$ cat src/design/mem_bus_defines.svh
// Memory bus controller parameters
// Line geometry, requester tag width and memory access pacing

`ifndef MEM_BUS_DEFINES_SVH
`define MEM_BUS_DEFINES_SVH

// Line address bits, 256 lines of 16 bytes
`define MEM_LINE_ADDR_W 8

// 32-bit beats per line
`define MEM_BEATS 4

// Requester and destination tag bits
`define MEM_SRC_W 2

// Cycles from timer start to access done
// en and wr fire on cycles 1 and 2, so keep this at 3 or more
`define MEM_ACCESS_CYCLES 4

`endif

$ cat src/design/mem_bus_pkg.sv
// Memory bus controller types
// Width typedefs shared by the design and the controller state encoding

`default_nettype none

`include "mem_bus_defines.svh"

package mem_bus_pkg;

   ////////////////////////////////////////////////////////////
   // Data widths
   ////////////////////////////////////////////////////////////

   localparam int unsigned BEAT_W = 32;

   typedef logic [`MEM_LINE_ADDR_W-1:0]   line_addr_t;
   typedef logic [BEAT_W-1:0]             beat_t;
   typedef logic [`MEM_BEATS*BEAT_W-1:0]  line_t;
   typedef logic [$clog2(`MEM_BEATS)-1:0] beat_idx_t;
   typedef logic [`MEM_SRC_W-1:0]         src_t;

   ////////////////////////////////////////////////////////////
   // Controller states
   ////////////////////////////////////////////////////////////

   typedef enum logic [2:0]
   {
      IDLE,
      WR_COLLECT,
      ACCESS,
      BUS_REQ,
      RD_SEND
   } ctrl_state_e;

endpackage

`default_nettype wire

$ cat src/design/mem_bus_ifs.sv
// Internal connections of the memory bus controller
// Line buffer control and the memory array port

`default_nettype none


// Line-wide memory port, driven from three places on the initiator side
interface mem_port_if;

   logic                   en;
   logic                   wr;
   mem_bus_pkg::line_addr_t addr;
   mem_bus_pkg::line_t      wdata;
   mem_bus_pkg::line_t      rdata;

   // Initiator views
   modport timer (output en, wr);
   modport fsm   (output addr);
   modport data  (output wdata, input rdata);

   // Array side
   modport mem (input en, wr, addr, wdata, output rdata);

endinterface

`default_nettype wire

$ cat src/design/mem_access_timer.sv
// Memory access timer
// One-hot progress shift that paces the array enable, write strobe and done

`default_nettype none

`include "mem_bus_defines.svh"

module mem_access_timer
(
   input  wire logic clk,
   input  wire logic rst_n,
   input  wire logic start,
   input  wire logic write,
   output logic      done,
   mem_port_if.timer mp
);

   // Bit k is set k cycles after start
   logic [`MEM_ACCESS_CYCLES:1] prog_q;
   logic                        write_q;

   always_ff @(posedge clk or negedge rst_n)
   begin
      if (!rst_n)
      begin
         prog_q  <= '0;
         write_q <= 1'b0;
      end
      else
      begin
         if (done)
            prog_q <= '0;
         else
            prog_q <= {prog_q[`MEM_ACCESS_CYCLES-1:1], start};

         // Direction is fixed for the whole access
         if (start)
            write_q <= write;
      end
   end

   assign mp.en = prog_q[1];
   assign mp.wr = prog_q[2] && write_q;
   assign done  = prog_q[`MEM_ACCESS_CYCLES];

   // FSM only starts an access from a quiet timer
   start_idle_a: assert property (@(posedge clk) disable iff (!rst_n)
      start |-> (prog_q == '0));

endmodule

`default_nettype wire

$ cat src/flat_wrapper.sv
// flat-port wrapper written by rule: the top's interface ports become plain ports
module mem_access_timer_flat 
  (clk, rst_n, start, write, done, mp_en, mp_wr);
  mem_port_if mp_i ();
  input  wire logic clk;
  input  wire logic rst_n;
  input  wire logic start;
  input  wire logic write;
  output logic done;
  output wire logic [$bits(mp_i.en)-1:0] mp_en;
  output wire logic [$bits(mp_i.wr)-1:0] mp_wr;
  assign mp_en = mp_i.en;
  assign mp_wr = mp_i.wr;
  mem_access_timer u_core (.clk(clk), .rst_n(rst_n), .start(start), .write(write), .done(done), .mp(mp_i));
endmodule
$ cat config.mk
export PLATFORM = sky130hd
export DESIGN_NAME = mem_access_timer_flat
export DESIGN_NICKNAME = d
export VERILOG_FILES = /design/src/design/mem_bus_pkg.sv /design/src/design/mem_bus_ifs.sv /design/src/design/mem_access_timer.sv /design/src/flat_wrapper.sv
export VERILOG_INCLUDE_DIRS = /design/src /design/src/design
export SDC_FILE = /design/constraint.sdc
export NUM_CORES = 1
export LEC_CHECK = 0
export ABC_AREA = 0
export BUFFER_PORTS_ARGS = -buffer_cell sky130_fd_sc_hd__buf_2
export CAP_MARGIN = 25
export CORE_AREA = 2 2 39 41
export CTS_CLUSTER_SIZE = 25
export DETAILED_ROUTE_END_ITERATION = 6
export DIE_AREA = 0 0 41 43
export HOLD_SLACK_MARGIN = 0.15
export PLACE_DENSITY = 0.36
export SLEW_MARGIN = 20
export SYNTH_ARGS = -nofsm -noshare
export SYNTH_HDL_FRONTEND = slang
export SYNTH_SLANG_ARGS = --single-unit
$ cat constraint.sdc
create_clock -name clk -period 1.55 [get_ports clk]
set_clock_uncertainty 0.15 [all_clocks]
set_input_delay 0.2325 -clock clk [delete_from_list [all_inputs] [get_ports clk]]
set_output_delay 0.2325 -clock clk [all_outputs]
set_load 0.1 [all_outputs]
==> out/metrics.yaml <==
critical_path:
  timing.rr.start: "u_core.write_q"
  required_ps: 1170
  arrival_ps: 1090
  critical_path_buf_inv_count: 1
  cp-start-kind: "register"
  path_cells: "buf_2"
  cpLargestDelayFamily: "buffers and inverters"
  cpPeakStageDelay_ps: 450
  slowest_stage: "buf_2"
  path_class: "reg -> out"
  end_kind: "output pin"
  regToRegEndpoint: "u_core.write_q"
  reg2reg_slack_ps: 650
  ff2ff_path_depth: 1
  critPathMaxFanout: 5
finish:
  postLayoutCoreUtil_pct: 21.2
  layout_common_cells: "buf_2, dfrtp_1, nor2b_1"
  n_antenna_cell: 0
  nFillCells: 147
  final_nets: 29
  syn2layout_area_growth_pct: 70.8
  drive_gt1_share_pct: 41.7
routing:
  drc: 0
  ant_nets: 0
  drt_wl_total_microns: 325
  vias_per_cell: 3.13
  dr.first_iter.drc_count: 0
  vias: 125
  wl_per_cell_microns: 8.13
  drt_pass1_iterations: 1
yosys:
  yosys_warnings: 0
  syn-num-nets: 15
  syn_inst: 11
  yosysSeqAreaShare_pct: 73.0
  ys_ff_latch: 5
  avgSynthCellArea_sq_um: 15.6
  synth_area_sq_um: 171
  ys_types: 4
clock_network:
  clkTransAtPathRegs_ps: 40
  numCtsBuffers: 3
  cts_tree: "done"
  post_cts_buffers: 0
  htreeDepth: 1
  root_buffer: "clkbuf_4"
  clkLatencyLatePin_ps: 240
  clock_path_buffers: 2
  clock-sinks: 5
sta:
  tns_ps: 0
  setup_viol: 0
  hold_viol_final: 0
  worstMarginPinSlew_ps: 492
  min_period_ps: 1470
  fmaxAchievable_ghz: 0.679
  slew_violations: 0
  max-slew-margin-rel_pct: 67.5
  timing.final.crit_share_pct: 95.0
  rsz0062_at_grt: "false"
power:
  power.leakage_nw: 0.141
  peakVddDrop_uv: 937
  p_per_area_nw_per_um2: 2190
floorplan:
  die_w_microns: 41
  io_pins: 7
  core_sq_um: 1380
  rows: 14
  initial_core_util_pct: 12.4
  die_area_sq_um: 1760
  chipHeight_microns: 43
place:
  place_congestion: 0.486
  numPortBuffers: 6
global_route:
  grtUsageTotal_pct: 5.76
  grt_first_pass_wirelength_microns: 607
  antenna_found_initial: 0
  grt_pass1_vias: 149
  grt-ovfl-total: 0
  grt_max_degree: 6
hold_path:
  min-delay-path-class: "in -> async"
run:
  cap_violations: 0
outcome:
  outcome: "completed"
==> kinds of logic after synthesis <==
logic type | after synthesis | synth area share, %
flops | 5 | 73.0
simple gates | 5 | 18.2
mux | 1 | 8.76
==> per-stage QoR <==
step / total power, mW / worst slack (ps) / instances / hold WS, ps / cell area (sq um)
6_report: 0.642 / 77.5 / 40 / 187 / 293
2_1_floorplan: 0.422 / 106 / 11 / -213 / 171
4_1_cts: 0.652 / 54.9 / 40 / 192 / 293
5_1_grt: 0.680 / 23.8 / 40 / 210 / 293
3_5_place_dp: 0.491 / 319 / 33 / -98.4 / 236
3_3_place_gp: 0.486 / 327 / 33 / -103 / 236
==> cell usage after synthesis <==
cell type	n	share of area, %
nor2b_1	4	15
and2_1	1	3.7
mux2_4	1	8.8
dfrtp_1	5	73
==> area by class of cell <==
type / count / area, sq um / share of cell area (%)
repair buffers: 9 / 75.1 / 25.6
clock buffers: 4 / 26.3 / 8.97
well taps: 16 / 20.0 / 6.84
multi-input cells: 6 / 46.3 / 15.8
flip-flops and latches: 5 / 125 / 42.7
==> routing by layer <==
| metal | share of wire (%) | track usage, % |
|---|---|---|
| met1 | 46 | 6.56 |
| met2 | 36 | 6.88 |
| met3 | 17 | 7.85 |
| met4 | 0 | 0 |
| met5 | 0 | 0 |
==> power by group <==
part           switching, mW  internal, mW  leakage, nW
sequential            0.0259         0.176       0.0624
clock                 0.0530        0.0973       0.0150
combinational          0.222        0.0680       0.0640
total                  0.301         0.341        0.141
==> what timing repair did <==
action                                 CTS  global route
endpoints found under the hold margin    7             0
resized for setup                        0             0
hold buffers                             3             0
==> state kept, by name, indices dropped and copies added, names as in the netlist <==
| signal | count |
|---|---|
| u_core.write_q | 1 |
| u_core.prog_q | 4 |
==> worst max-delay path by stage <==
stage / depth (start not counted) / to / from
global route: 1 / done / u_core.prog_q[4]
floorplan: 1 / mp_wr / u_core.write_q
CTS: 1 / done / u_core.prog_q[4]
detailed placement: 1 / done / u_core.prog_q[4]
finish: 1 / done / u_core.prog_q[4]
global placement: 1 / done / u_core.prog_q[4]
Note: power is estimated with default switching activity, not from simulation.
