## config.mk

```make
export PLATFORM = sky130hd
export DESIGN_NAME = line_buffer_flat
export DESIGN_NICKNAME = d
export VERILOG_FILES = /design/src/design/mem_bus_pkg.sv /design/src/design/mem_bus_ifs.sv /design/src/design/line_buffer.sv /design/src/flat_wrapper.sv
export VERILOG_INCLUDE_DIRS = /design/src /design/src/design
export SDC_FILE = /design/constraint.sdc
export NUM_CORES = 1
export LEC_CHECK = 0
export ABC_AREA = 1
export ABC_CLOCK_PERIOD_IN_PS = 8630
export CORE_ASPECT_RATIO = 1.25
export CORE_UTILIZATION = 35
export DETAILED_ROUTE_END_ITERATION = 16
export DONT_BUFFER_PORTS = 1
export SETUP_SLACK_MARGIN = 0.1
export SKIP_CTS_REPAIR_TIMING = 1
export SLEW_MARGIN = 20
export SYNTH_ARGS = -nofsm -noshare
export SYNTH_HDL_FRONTEND = slang
export SYNTH_SLANG_ARGS = --single-unit
```

## constraint.sdc

```tcl
create_clock -name clk -period 8.63 [get_ports clk]
set_input_delay 1.2945 -clock clk [delete_from_list [all_inputs] [get_ports clk]]
set_output_delay 1.2945 -clock clk [all_outputs]
set_load 0.01 [all_outputs]
```

## src/design/mem_bus_defines.svh

```systemverilog
// Memory bus controller parameters
// Line geometry, requester tag width and memory access pacing

`ifndef MEM_BUS_DEFINES_SVH
`define MEM_BUS_DEFINES_SVH

// Line address bits, 256 lines of 16 bytes
`define MEM_LINE_ADDR_W 8

// 32-bit beats per line
`define MEM_BEATS 4

// Requester and destination tag bits
`define MEM_SRC_W 2

// Cycles from timer start to access done
// en and wr fire on cycles 1 and 2, so keep this at 3 or more
`define MEM_ACCESS_CYCLES 4

`endif

```

## src/design/mem_bus_pkg.sv

```systemverilog
// Memory bus controller types
// Width typedefs shared by the design and the controller state encoding

`default_nettype none

`include "mem_bus_defines.svh"

package mem_bus_pkg;

   ////////////////////////////////////////////////////////////
   // Data widths
   ////////////////////////////////////////////////////////////

   localparam int unsigned BEAT_W = 32;

   typedef logic [`MEM_LINE_ADDR_W-1:0]   line_addr_t;
   typedef logic [BEAT_W-1:0]             beat_t;
   typedef logic [`MEM_BEATS*BEAT_W-1:0]  line_t;
   typedef logic [$clog2(`MEM_BEATS)-1:0] beat_idx_t;
   typedef logic [`MEM_SRC_W-1:0]         src_t;

   ////////////////////////////////////////////////////////////
   // Controller states
   ////////////////////////////////////////////////////////////

   typedef enum logic [2:0]
   {
      IDLE,
      WR_COLLECT,
      ACCESS,
      BUS_REQ,
      RD_SEND
   } ctrl_state_e;

endpackage

`default_nettype wire

```

## src/design/mem_bus_ifs.sv

```systemverilog
// Internal connections of the memory bus controller
// Line buffer control and the memory array port

`default_nettype none

// Slot and load control between the FSM and the line buffer
interface line_buf_if;

   logic beat_load;
   logic line_load;
   logic beat_next;
   logic beat_clear;
   logic beat_last;

   modport ctrl (output beat_load, line_load, beat_next, beat_clear,
                 input  beat_last);

   modport buffer (input  beat_load, line_load, beat_next, beat_clear,
                   output beat_last);

endinterface

// Line-wide memory port, driven from three places on the initiator side
interface mem_port_if;

   logic                   en;
   logic                   wr;
   mem_bus_pkg::line_addr_t addr;
   mem_bus_pkg::line_t      wdata;
   mem_bus_pkg::line_t      rdata;

   // Initiator views
   modport timer (output en, wr);
   modport fsm   (output addr);
   modport data  (output wdata, input rdata);

   // Array side
   modport mem (input en, wr, addr, wdata, output rdata);

endinterface

`default_nettype wire

```

## src/design/line_buffer.sv

```systemverilog
// Line buffer
// Assembles write beats into a line, holds read lines and presents beats in order

`default_nettype none

`include "mem_bus_defines.svh"

module line_buffer
(
   input  wire logic               clk,
   input  wire logic               rst_n,
   input  wire mem_bus_pkg::beat_t wr_data,
   output mem_bus_pkg::beat_t      rsp_data,
   line_buf_if.buffer              lb,
   mem_port_if.data                mp
);

   mem_bus_pkg::line_t     line_q;
   mem_bus_pkg::beat_idx_t slot_q;

   ////////////////////////////////////////////////////////////
   // Beat slot
   ////////////////////////////////////////////////////////////

   always_ff @(posedge clk or negedge rst_n)
   begin
      if (!rst_n)
         slot_q <= '0;
      else if (lb.beat_clear)
         slot_q <= '0;
      else if (lb.beat_load || lb.beat_next)
         slot_q <= slot_q + 1'b1;
   end

   assign lb.beat_last = (slot_q == mem_bus_pkg::beat_idx_t'(`MEM_BEATS - 1));

   ////////////////////////////////////////////////////////////
   // Line storage
   ////////////////////////////////////////////////////////////

   // Beat 0 sits in the low word
   always_ff @(posedge clk)
   begin
      if (lb.line_load)
         line_q <= mp.rdata;
      else if (lb.beat_load)
         line_q[slot_q*mem_bus_pkg::BEAT_W +: mem_bus_pkg::BEAT_W] <= wr_data;
   end

   assign mp.wdata = line_q;

   // Current slot goes out on the response channel
   assign rsp_data = line_q[slot_q*mem_bus_pkg::BEAT_W +: mem_bus_pkg::BEAT_W];

endmodule

`default_nettype wire

```

## src/flat_wrapper.sv

```systemverilog
// flat-port wrapper written by rule: the top's interface ports become plain ports
module line_buffer_flat 
  (clk, rst_n, wr_data, rsp_data, lb_beat_load, lb_line_load, lb_beat_next, lb_beat_clear, lb_beat_last, mp_wdata, mp_rdata);
  line_buf_if lb_i ();
  mem_port_if mp_i ();
  input  wire logic clk;
  input  wire logic rst_n;
  input  wire mem_bus_pkg::beat_t wr_data;
  output mem_bus_pkg::beat_t rsp_data;
  input wire logic [$bits(lb_i.beat_load)-1:0] lb_beat_load;
  input wire logic [$bits(lb_i.line_load)-1:0] lb_line_load;
  input wire logic [$bits(lb_i.beat_next)-1:0] lb_beat_next;
  input wire logic [$bits(lb_i.beat_clear)-1:0] lb_beat_clear;
  output wire logic [$bits(lb_i.beat_last)-1:0] lb_beat_last;
  output wire logic [$bits(mp_i.wdata)-1:0] mp_wdata;
  input wire logic [$bits(mp_i.rdata)-1:0] mp_rdata;
  assign lb_i.beat_load = lb_beat_load;
  assign lb_i.line_load = lb_line_load;
  assign lb_i.beat_next = lb_beat_next;
  assign lb_i.beat_clear = lb_beat_clear;
  assign lb_beat_last = lb_i.beat_last;
  assign mp_wdata = mp_i.wdata;
  assign mp_i.rdata = mp_rdata;
  line_buffer u_core (.clk(clk), .rst_n(rst_n), .wr_data(wr_data), .rsp_data(rsp_data), .lb(lb_i), .mp(mp_i));
endmodule
```

==> metrics.yaml <==
sta:
  finalCritPeriodShare_pct: 44.02
  finalCriticalPeriod_ns: 3.799
  finalSetupViolCount: 0
  clock_skew_ns: 0.004180
  final.setup.tns_ns: 0
  worstMarginPinSlew_ns: 1.092
  fmax_ghz: 0.2633
  layout_setup_ws_ns: 4.831
  grt_setup_unrepaired: "false"
  hold_violations: 0
  holdWs_ns: 0.5611
  slew_viol_final: 0
  slew_headroom_pct: 26.96
die:
  dieArea_sq_um: 23360
  start_util_pct: 35.73
  coreArea_sq_um: 22290
  num_rows: 61
  ioPinCount: 327
  dieHeight_um: 170.6
  die_w_um: 136.9
logic_synthesis:
  synth.area.mux_share_pct: 0
  syn-num-nets: 1248
  postSynthAreaPerCell_sq_um: 7.393
  ys_ff_latch: 130
  synthSimpleGateAreaFrac_pct: 38.53
  netlist_area_sq_um: 7963
  synth_xor_xnor_area_share_pct: 0
  ys_top_cells_by_area: "edfxtp_1 48%, nand2_1 24%, nand3_1 7.0%"
  synth_top_family_by_area: "simple AND/OR/NAND/NOR gates"
  synth_compound_area_share_pct: 0.2514
  synth_top_area_share_pct: 48.27
  synth_cell_types: 22
  yosys.area.top_type: "edfxtp_1"
  ys_seq_area_share_pct: 48.90
  synthCells: 1077
  synth-warning-count: 0
  synthAdderAreaFrac_pct: 0.7857
clocking:
  clkSinkCount: 130
  htreeDepth: 4
  cts_inserted_buffers: 17
  clk_pin_slew_ns: 0.06
  cts_root_buf: "clkbuf_16"
  cts_tree: "yes"
  cts_buffer_depth: 2
  insertion_delay_ns: 0.43
critical_path:
  worst_ep_arrival_time_ns: 3.93
  crit_type: "reg -> reg"
  crit_path_end_kind: "flop"
  cp_slowest_cell: "ha_1"
  cp_data_required_time_ns: 8.76
  timing.rr.start: "u_core.slot_q[0]$_DFFE_PN0P_"
  critPathLaunchType: "flop"
  cp_max_fo: 57
  r2r-end: "u_core.mp.wdata[19]$_DFFE_PP_"
  critical_path_cell_count: 5
  cp_num_buf_inv: 3
  r2r_slack_ns: 4.83
  slowest_delay_ns: 0.73
  crit_chain: "inv_4 -> ha_1 -> inv_2 -> o21ai_4 -> buf_16"
  crit_start: "u_core.slot_q[0]$_DFFE_PN0P_"
  critical-path-top-delay-family: "buffers and inverters"
  ff2ff_path_depth: 5
routing:
  via_per_inst: 5.081
  drtAntennaViolNets: 0
  dr.pass1.iters: 5
  vias: 6783
  wl_per_cell_um: 20.65
  drt_first_iter_violations: 458
  drc: 0
  routed_wl_mm: 27.57
place:
  place_ws_ns: 4.540
  place_hpwl_mm: 18.02
  place_congestion: 0.8526
  place_area_sq_um: 8065
  numPortBuffers: 0
global_routing:
  grt-ovfl-total: 0
  antenna_found_initial: 0
  grt_max_degree: 135
  grt_pass1_wl_mm: 39.55
  grt_usage_pct: 23.60
  grt_pass1_vias: 6741
pwr:
  ir_worst_vdd_uv: 130.7
  p_leak_nw: 4.343
  power_density_nw_per_um2: 214.3
outcome:
  outcome: "complete, no violations"
final_layout:
  final_nets: 1210
  n_antenna_cell: 0
  fin_area_sq_um: 8661
  syn_to_final_growth_pct: 8.768
  drive_gt1_share_pct: 7.795
min_path:
  hp-class: "in -> async"
flow_run:
  cap_violations: 0
-- how the worst max path moves through the flow --
stage,to
final,u_core.mp.wdata[19]$_DFFE_PP_
after detailed placement,u_core.mp.wdata[9]$_DFFE_PP_
after global placement,u_core.mp.wdata[11]$_DFFE_PP_
after floorplan,u_core.mp.wdata[100]$_DFFE_PP_
after CTS,u_core.mp.wdata[4]$_DFFE_PP_
after global routing,u_core.mp.wdata[17]$_DFFE_PP_
-- cell type report --
type	instances	area, sq um
multi-input cells	732	3198
fillers	2314	13630
well taps	283	354.1
inverters	151	569.3
clock buffers	17	425.4
repair buffers	7	72.57
flip-flops and latches	130	3899
clock inverters	15	142.6
-- state kept, by name, summed over array words and instances, names as in the netlist --
register         flops
u_core.mp.wdata    128
u_core.slot_q        2
-- layer usage --
metal / part of all wire (%) / routed length (um) / GRT usage [%]
met5: 0 / 0 / 0
met4: 3.5 / 957 / 11.23
met3: 8.3 / 2280 / 7.378
met2: 51 / 14000 / 40.85
met1: 37 / 10340 / 26.05
-- report_power, final --
part	total, mW	switching [mW]	leakage [nW]	internal [mW]
registers	0.837	0.0729	1.34	0.764
logic	0.310	0.224	2.73	0.0866
clock network	0.708	0.287	0.266	0.421
total	1.86	0.584	4.34	1.27
-- worst register-to-register path, stage by stage, from the launching register on --
cell	delay, ns
dfrtp_4	0.69
inv_4	0.64
ha_1	0.75
inv_2	0.46
o21ai_4	0.72
buf_16	0.24
-- logic make-up after synthesis --
| logic type | count (synthesis) |
|---|---|
| AO/OA/AOI/OAI | 4 |
| adder cells (fa/ha/maj) | 5 |
| buffers and inverters | 215 |
| flip-flops | 130 |
| AND/OR/NAND/NOR | 723 |
-- per-stage QoR --
stage / utilization [%] / std cells / total power [mW]
after floorplan: - / 1077 / 1.074
after global placement: 36.19 / 1302 / 1.154
after detailed placement: 36.19 / 1302 / 1.162
after CTS: 38.74 / 1334 / 1.865
after global routing: 38.86 / 1335 / 1.933
final: 38.86 / 1335 / 1.856
-- synthesized netlist by cell type, drive strengths merged --
library cell and number:
or2 32, inv 150, clkinv 1, nor2 39
ha 5, nand3b 32, dfrtp 2, nand2 509
clkbuf 9, edfxtp 128, buf 55, o21ai 4
nand3 111
-- cells in the final DEF (no fill, tap or decap) --
| cell type | Yosys | layout |
|---|---|---|
| nand2_1 | 509 | 507 |
| inv_1 | 140 | 140 |
| edfxtp_1 | 128 | 128 |
| nand3_1 | 111 | 111 |
| nor2_1 | 35 | 32 |
| nand3b_1 | 32 | 32 |
| or2_2 | 20 | 20 |
| clkbuf_16 | 0 | 17 |
| inv_2 | 9 | 10 |
| or2_0 | 7 | 7 |
| buf_4 | 6 | 6 |
| or2_1 | 5 | 5 |
| clkinvlp_4 | 0 | 5 |
| nor2_2 | 3 | 4 |
| ha_1 | 5 | 4 |
| clkinv_2 | 0 | 4 |
| nor2_4 | 1 | 3 |
| o21ai_4 | 0 | 2 |
| nand2_2 | 0 | 2 |
| bufinv_16 | 0 | 2 |
| clkinv_1 | 1 | 2 |
| inv_4 | 1 | 1 |
| o21ai_1 | 1 | 1 |
| o21ai_0 | 3 | 1 |
| ha_2 | 0 | 1 |
| inv_6 | 0 | 1 |
| clkinv_4 | 0 | 1 |
| buf_16 | 0 | 1 |
| dfrtp_4 | 0 | 1 |
| dfrtp_2 | 0 | 1 |
No activity file was read; power rests on OpenSTA's default activity.
