## src/design/mem_bus_defines.svh

```systemverilog
// Memory bus controller parameters
// Line geometry, requester tag width and memory access pacing

`ifndef MEM_BUS_DEFINES_SVH
`define MEM_BUS_DEFINES_SVH

// Line address bits, 256 lines of 16 bytes
`define MEM_LINE_ADDR_W 8

// 32-bit beats per line
`define MEM_BEATS 4

// Requester and destination tag bits
`define MEM_SRC_W 2

// Cycles from timer start to access done
// en and wr fire on cycles 1 and 2, so keep this at 3 or more
`define MEM_ACCESS_CYCLES 4

`endif

```

## src/design/mem_bus_pkg.sv

```systemverilog
// Memory bus controller types
// Width typedefs shared by the design and the controller state encoding

`default_nettype none

`include "mem_bus_defines.svh"

package mem_bus_pkg;

   ////////////////////////////////////////////////////////////
   // Data widths
   ////////////////////////////////////////////////////////////

   localparam int unsigned BEAT_W = 32;

   typedef logic [`MEM_LINE_ADDR_W-1:0]   line_addr_t;
   typedef logic [BEAT_W-1:0]             beat_t;
   typedef logic [`MEM_BEATS*BEAT_W-1:0]  line_t;
   typedef logic [$clog2(`MEM_BEATS)-1:0] beat_idx_t;
   typedef logic [`MEM_SRC_W-1:0]         src_t;

   ////////////////////////////////////////////////////////////
   // Controller states
   ////////////////////////////////////////////////////////////

   typedef enum logic [2:0]
   {
      IDLE,
      WR_COLLECT,
      ACCESS,
      BUS_REQ,
      RD_SEND
   } ctrl_state_e;

endpackage

`default_nettype wire

```

## src/design/mem_bus_ifs.sv

```systemverilog
// Internal connections of the memory bus controller
// Line buffer control and the memory array port

`default_nettype none

// Slot and load control between the FSM and the line buffer
interface line_buf_if;

   logic beat_load;
   logic line_load;
   logic beat_next;
   logic beat_clear;
   logic beat_last;

   modport ctrl (output beat_load, line_load, beat_next, beat_clear,
                 input  beat_last);

   modport buffer (input  beat_load, line_load, beat_next, beat_clear,
                   output beat_last);

endinterface

// Line-wide memory port, driven from three places on the initiator side
interface mem_port_if;

   logic                   en;
   logic                   wr;
   mem_bus_pkg::line_addr_t addr;
   mem_bus_pkg::line_t      wdata;
   mem_bus_pkg::line_t      rdata;

   // Initiator views
   modport timer (output en, wr);
   modport fsm   (output addr);
   modport data  (output wdata, input rdata);

   // Array side
   modport mem (input en, wr, addr, wdata, output rdata);

endinterface

`default_nettype wire

```

## src/design/mem_ctrl_fsm.sv

```systemverilog
// Memory bus controller FSM
// Sequences requests, write beats, the timed access and the read response

`default_nettype none

module mem_ctrl_fsm
(
   input  wire logic                    clk,
   input  wire logic                    rst_n,
   input  wire logic                    req_valid,
   output logic                         req_ready,
   input  wire logic                    req_write,
   input  wire mem_bus_pkg::line_addr_t req_addr,
   input  wire mem_bus_pkg::src_t       req_src,
   input  wire logic                    wr_valid,
   output logic                         wr_ready,
   output logic                         rsp_valid,
   input  wire logic                    rsp_ready,
   output mem_bus_pkg::src_t            rsp_dest,
   output logic                         rsp_last,
   output logic                         br,
   input  wire logic                    bg,
   output logic                         timer_start,
   input  wire logic                    timer_done,
   line_buf_if.ctrl                     lb,
   mem_port_if.fsm                      mp
);

   mem_bus_pkg::ctrl_state_e state_q;
   mem_bus_pkg::ctrl_state_e state_d;
   mem_bus_pkg::line_addr_t  addr_q;
   mem_bus_pkg::src_t        src_q;
   logic                     write_q;

   ////////////////////////////////////////////////////////////
   // Request capture
   ////////////////////////////////////////////////////////////

   always_ff @(posedge clk or negedge rst_n)
   begin
      if (!rst_n)
      begin
         state_q <= mem_bus_pkg::IDLE;
         write_q <= 1'b0;
      end
      else
      begin
         state_q <= state_d;
         if (req_valid && req_ready)
            write_q <= req_write;
      end
   end

   // Address and tag are payload only
   always_ff @(posedge clk)
   begin
      if (req_valid && req_ready)
      begin
         addr_q <= req_addr;
         src_q  <= req_src;
      end
   end

   ////////////////////////////////////////////////////////////
   // Next state and buffer steering
   ////////////////////////////////////////////////////////////

   always_comb
   begin
      state_d       = state_q;
      timer_start   = 1'b0;
      lb.beat_load  = 1'b0;
      lb.line_load  = 1'b0;
      lb.beat_next  = 1'b0;
      lb.beat_clear = 1'b0;

      case (state_q)
         mem_bus_pkg::IDLE:
         begin
            if (req_valid)
            begin
               lb.beat_clear = 1'b1;
               if (req_write)
                  state_d = mem_bus_pkg::WR_COLLECT;
               else
               begin
                  // Reads go straight to the array
                  state_d     = mem_bus_pkg::ACCESS;
                  timer_start = 1'b1;
               end
            end
         end

         mem_bus_pkg::WR_COLLECT:
         begin
            if (wr_valid)
            begin
               lb.beat_load = 1'b1;
               if (lb.beat_last)
               begin
                  state_d     = mem_bus_pkg::ACCESS;
                  timer_start = 1'b1;
               end
            end
         end

         mem_bus_pkg::ACCESS:
         begin
            if (timer_done)
            begin
               if (write_q)
                  state_d = mem_bus_pkg::IDLE;
               else
               begin
                  lb.line_load = 1'b1;
                  state_d      = mem_bus_pkg::BUS_REQ;
               end
            end
         end

         mem_bus_pkg::BUS_REQ:
         begin
            if (bg)
               state_d = mem_bus_pkg::RD_SEND;
         end

         mem_bus_pkg::RD_SEND:
         begin
            if (rsp_ready)
            begin
               lb.beat_next = 1'b1;
               if (lb.beat_last)
                  state_d = mem_bus_pkg::IDLE;
            end
         end

         default:
         begin
            state_d = mem_bus_pkg::IDLE;
         end
      endcase
   end

   // Handshake outputs straight from the state
   assign req_ready = (state_q == mem_bus_pkg::IDLE);
   assign wr_ready  = (state_q == mem_bus_pkg::WR_COLLECT);
   assign br        = (state_q == mem_bus_pkg::BUS_REQ);
   assign rsp_valid = (state_q == mem_bus_pkg::RD_SEND);
   assign rsp_last  = rsp_valid && lb.beat_last;
   assign rsp_dest  = src_q;
   assign mp.addr   = addr_q;

   // A stalled response beat keeps its framing and tag
   rsp_hold_a: assert property (@(posedge clk) disable iff (!rst_n)
      rsp_valid && !rsp_ready |=> rsp_valid && $stable(rsp_last) && $stable(rsp_dest));

endmodule

`default_nettype wire

```

## src/flat_wrapper.sv

```systemverilog
// flat-port wrapper written by rule: the top's interface ports become plain ports
module mem_ctrl_fsm_flat 
  (clk, rst_n, req_valid, req_ready, req_write, req_addr, req_src, wr_valid, wr_ready, rsp_valid, rsp_ready, rsp_dest, rsp_last, br, bg, timer_start, timer_done, lb_beat_load, lb_line_load, lb_beat_next, lb_beat_clear, lb_beat_last, mp_addr);
  line_buf_if lb_i ();
  mem_port_if mp_i ();
  input  wire logic clk;
  input  wire logic rst_n;
  input  wire logic req_valid;
  output logic req_ready;
  input  wire logic req_write;
  input  wire mem_bus_pkg::line_addr_t req_addr;
  input  wire mem_bus_pkg::src_t req_src;
  input  wire logic wr_valid;
  output logic wr_ready;
  output logic rsp_valid;
  input  wire logic rsp_ready;
  output mem_bus_pkg::src_t rsp_dest;
  output logic rsp_last;
  output logic br;
  input  wire logic bg;
  output logic timer_start;
  input  wire logic timer_done;
  output wire logic [$bits(lb_i.beat_load)-1:0] lb_beat_load;
  output wire logic [$bits(lb_i.line_load)-1:0] lb_line_load;
  output wire logic [$bits(lb_i.beat_next)-1:0] lb_beat_next;
  output wire logic [$bits(lb_i.beat_clear)-1:0] lb_beat_clear;
  input wire logic [$bits(lb_i.beat_last)-1:0] lb_beat_last;
  output wire logic [$bits(mp_i.addr)-1:0] mp_addr;
  assign lb_beat_load = lb_i.beat_load;
  assign lb_line_load = lb_i.line_load;
  assign lb_beat_next = lb_i.beat_next;
  assign lb_beat_clear = lb_i.beat_clear;
  assign lb_i.beat_last = lb_beat_last;
  assign mp_addr = mp_i.addr;
  mem_ctrl_fsm u_core (.clk(clk), .rst_n(rst_n), .req_valid(req_valid), .req_ready(req_ready), .req_write(req_write), .req_addr(req_addr), .req_src(req_src), .wr_valid(wr_valid), .wr_ready(wr_ready), .rsp_valid(rsp_valid), .rsp_ready(rsp_ready), .rsp_dest(rsp_dest), .rsp_last(rsp_last), .br(br), .bg(bg), .timer_start(timer_start), .timer_done(timer_done), .lb(lb_i), .mp(mp_i));
endmodule
```

## config.mk

```make
export PLATFORM = sky130hd
export DESIGN_NAME = mem_ctrl_fsm_flat
export DESIGN_NICKNAME = d
export VERILOG_FILES = /design/src/design/mem_bus_pkg.sv /design/src/design/mem_bus_ifs.sv /design/src/design/mem_ctrl_fsm.sv /design/src/flat_wrapper.sv
export VERILOG_INCLUDE_DIRS = /design/src /design/src/design
export SDC_FILE = /design/constraint.sdc
export NUM_CORES = 1
export LEC_CHECK = 0
export ABC_CLOCK_PERIOD_IN_PS = 1250
export BUFFER_PORTS_ARGS = -buffer_cell sky130_fd_sc_hd__buf_4
export CELL_PAD_IN_SITES_DETAIL_PLACEMENT = 2
export CELL_PAD_IN_SITES_GLOBAL_PLACEMENT = 2
export CORE_MARGIN = 1.5
export CORE_UTILIZATION = 21
export DETAILED_ROUTE_END_ITERATION = 16
export GPL_ROUTABILITY_DRIVEN = 0
export HOLD_SLACK_MARGIN = 0.08
export PLACE_DENSITY_LB_ADDON = 0.1
export SYNTH_ARGS = -nofsm -noshare
export SYNTH_HDL_FRONTEND = slang
export SYNTH_SLANG_ARGS = --single-unit
```

## constraint.sdc

```tcl
create_clock -name clk -period 1.25 [get_ports clk]
set_clock_uncertainty 0.1 [all_clocks]
set_input_delay 0.3125 -clock clk [delete_from_list [all_inputs] [get_ports clk]]
set_output_delay 0.3125 -clock clk [all_outputs]
set_load 0.02 [all_outputs]
```

==> reports/qor.csv <==
stage,metric,value,unit
run_status,status,finished with violations,
run_status,violated checks,negative setup slack,
synth,Main synth FF type,edfxtp_1,
floorplan,row count,19,
sta,Least-Margin Pin Slew,0.4158,ns
worst_setup_path,CP Data Required Time,0.84,ns
placed_design,PortBufs,38,
synth,Yosys top cell area share,48.39,%
clock_network,root buf cell,clkbuf_4,
grt,largest net degree at the start of global routing,9,
floorplan,Die X,57.36,um
sta,Period minus WS final,1.870,ns
clock_network,H-tree depth,1,
worst_setup_path,crit path buf inv count,2,
sta,max-slew violations,0,
detailed_routing,DRC violations left,0,
power,Clock Power Share,9.5,%
detailed_routing,drt via density,4.475,
synth,most common cell in the synthesized netlist,edfxtp_1,
placed_design,dpl cells,124,
synth,Post-Syn Area,620.6,um^2
synth,async set-reset flop share out of synthesis,28.57,%
worst_setup_path,r2r startpoint,u_core.state_q[1]$_DFFE_PN0P_,
synth,synth top area cells,"edfxtp_1, dfrtp_1, nand2_1, o41ai_2, inv_1",
synth,"EDFF count, synth",10,
worst_setup_path,CP peak stage delay,0.45,ns
grt,first-pass GRT wire length,3953,um
sta,period utilization,149.6,%
worst_setup_path,crit-path max FO,4,
synth,register area share after synthesis,64.52,%
clock_network,buffer depth of the longest clock path,2,
grt,initial antenna violation count,0,
sta,# setup viols final,24,
worst_setup_path,number of cells on the critical path,4,
worst_setup_path,Worst R2R End,u_core.write_q$_DFFE_PN0P_,
final_layout,Non-Filler Instances,141,
synth,"top cells by count, synth","edfxtp_1, nand2_1, dfrtp_1, inv_1",
final_layout,P&R area growth vs syn,110.7,%
sta,final setup TNS,-9.613,ns
synth,"Distinct cells, synth",25,
grt,GRT Overall Usage,16.71,%
detailed_routing,Post-DRT Antenna Nets,0,
final_layout,share of cells above drive strength 1,76.36,%
synth,dominant cell type by area after synthesis,edfxtp_1,
synth,Syn Nets,65,
worst_setup_path,CP Launch Type,flip-flop,
detailed_routing,DRT Pass-1 Iters,3,
floorplan,die height,57.36,um
clock_network,"Clk pin slew, worst setup/hold paths",0.09,ns
floorplan,area of the core,0.002781,mm^2
power,NetSw,1038,uW
sta,RSZ-0062 raised after global routing,true,
placed_design,post-detail-place hpwl,1662,um
floorplan,num ports,39,
sta,Fmax,534.7,MHz
worst_setup_path,CP Launch Point,u_core.state_q[1]$_DFFE_PN0P_,
grt,GR Overflow Total,0,
synth,#FFs+latches synth,14,
clock_network,clk_lat worst skew,0.27,ns
detailed_routing,vias after detailed routing,631,
worst_setup_path,Slowest cell on crit path,dfrtp_2,
final_layout,fin nets,130,
clock_network,CTS Sinks,14,
sta,Final Hold Viols,0,
power,Seq pwr share,27.1,%
power,Comb power frac,63.4,%
placed_design,area post-placement,0.001055,mm^2
grt,number of global-route vias before repair,722,
hold_path,Worst Hold Class,input pin to flip-flop,
floorplan,die area,0.003290,mm^2
detailed_routing,wire per inst,17.67,um
synth,Avg Inst Size Synth,13.49,um^2
worst_setup_path,crit-path leading delay family,simple AND/OR/NAND/NOR gates,
power,peak supply drop,1261,uV
worst_setup_path,crit path to,lb_beat_load,
clock_network,Inserted Clock Buffers,3,
worst_setup_path,Reg2Reg Setup Slack,-0.54,ns
power,sw frac,37.14,%
worst_setup_path,CP cell instances,or3b_4 -> inv_4 -> and2_4 -> buf_6,
floorplan,Starting Density,22.31,%
detailed_routing,WL final,2491,um
synth,Synth warnings,0,
worst_setup_path,Worst setup EP type,output pin,
final_layout,ant diodes,0,
worst_setup_path,crit path DAT,1.46,ns
clock_network,CTS tree,done,
power,P_leak,0.0005926,uW
worst_setup_path,R2R depth,7,
sta,setup slack after layout,-0.6203,ns
synth,Mapped Cells,46,
worst_setup_path,Critical Setup Path Class,flip-flop to output pin,
power,Power Density,2137,mW/mm^2
flow_run,Max Cap Viol,0,
final_layout,post-route cell area,0.001308,mm^2
sta,Slew HR,72.03,%
detailed_routing,DRT iter0 DRCs,1,
power,P_int,1756,uW
power by group through the flow:
| stage | combinational [uW] | sequential, uW | clock, uW |
|---|---|---|---|
| after floorplan | 583 | 813 | 0 |
| after global placement | 1220 | 738 | 0 |
| after detailed placement | 1240 | 743 | 0 |
| after CTS | 1700 | 721 | 262 |
| after global routing | 1910 | 770 | 302 |
| final | 1770 | 756 | 267 |
cell families after synthesis:
logic type | synth area share, %
AOI/OAI and AO/OA | 10.29
and+or+nand+nor | 16.33
DFF | 64.52
buffers and inverters | 4.837
muxes | 4.032
what timing repair did:
item	in CTS	in global routing
resized for setup	20	20
endpoints found under the setup margin	25	31
gates cloned	1	0
hold buffers	1	0
endpoints found under the hold margin	4	0
pin swaps	6	6
buffers inserted	11	8
layer usage:
metal	track usage, %	part of all wire, %
met5	0	0
met4	4.983	0.44
met3	2.721	3.9
met2	29.55	54
met1	20.74	41
worst min path at each step:
stage           startpoint                       endpoint  slack [ns]  depth (start not counted)
2_1_floorplan        rst_n  u_core.state_q[0]$_DFFE_PN0P_       -0.08                          0
3_3_place_gp         rst_n     u_core.write_q$_DFFE_PN0P_        0.01                          1
3_5_place_dp         rst_n  u_core.state_q[0]$_DFFE_PN0P_        0.02                          1
4_1_cts        req_addr[6]    u_core.mp.addr[6]$_DFFE_PP_        0.11                          1
5_1_grt        req_addr[3]    u_core.mp.addr[3]$_DFFE_PP_        0.09                          1
6_report       req_addr[2]    u_core.mp.addr[2]$_DFFE_PP_        0.11                          1
state kept, by name (all words and copies together) (netlist names):
register and cells:
u_core.state_q 3, u_core.rsp_dest 2, u_core.write_q 1, u_core.mp.addr 8
per-stage QoR:
stage                     util [%]  setup slack, ns  total power [uW]  hold slack, ns
after detailed placement     37.92          -0.3696              1978         0.01571
after global routing         47.01          -0.6725              2977         0.09020
after global placement       37.92          -0.3305              1959         0.01438
final                        47.01          -0.6203              2794          0.1120
after CTS                    45.66          -0.6043              2683          0.1132
after floorplan                  -          -0.3366              1396        -0.08309
cell type report:
| cell class | instances | area [um^2] |
|---|---|---|
| fill | 295 | 1474 |
| timing repair buffer | 61 | 558.0 |
| sequential | 14 | 404.1 |
| multi-input combinational | 26 | 255.2 |
| tap | 31 | 38.79 |
| clock buffer | 4 | 26.28 |
| inverter | 5 | 25.02 |
layout by cell type (no fill, tap or decap):
cell / count
nor3b_2: 1
inv_1: 2
dfrtp_2: 3
nand2_2: 1
buf_6: 22
mux2i_1: 1
or3b_4: 1
nor3_4: 2
and2_4: 2
a22o_1: 1
clkinvlp_4: 1
o41ai_2: 1
inv_2: 1
edfxtp_1: 10
o2111ai_1: 1
mux2_4: 1
clkbuf_1: 1
a21boi_0: 1
a21oi_4: 1
nor2_4: 1
and3_4: 2
nand2_1: 5
dlygate4sd3_1: 1
buf_8: 2
o22ai_2: 1
o211ai_1: 1
dfrtp_1: 1
inv_4: 1
buf_4: 36
clkbuf_4: 3
nor2b_4: 1
nor2b_1: 1
Power figures use the tool's default switching activity.
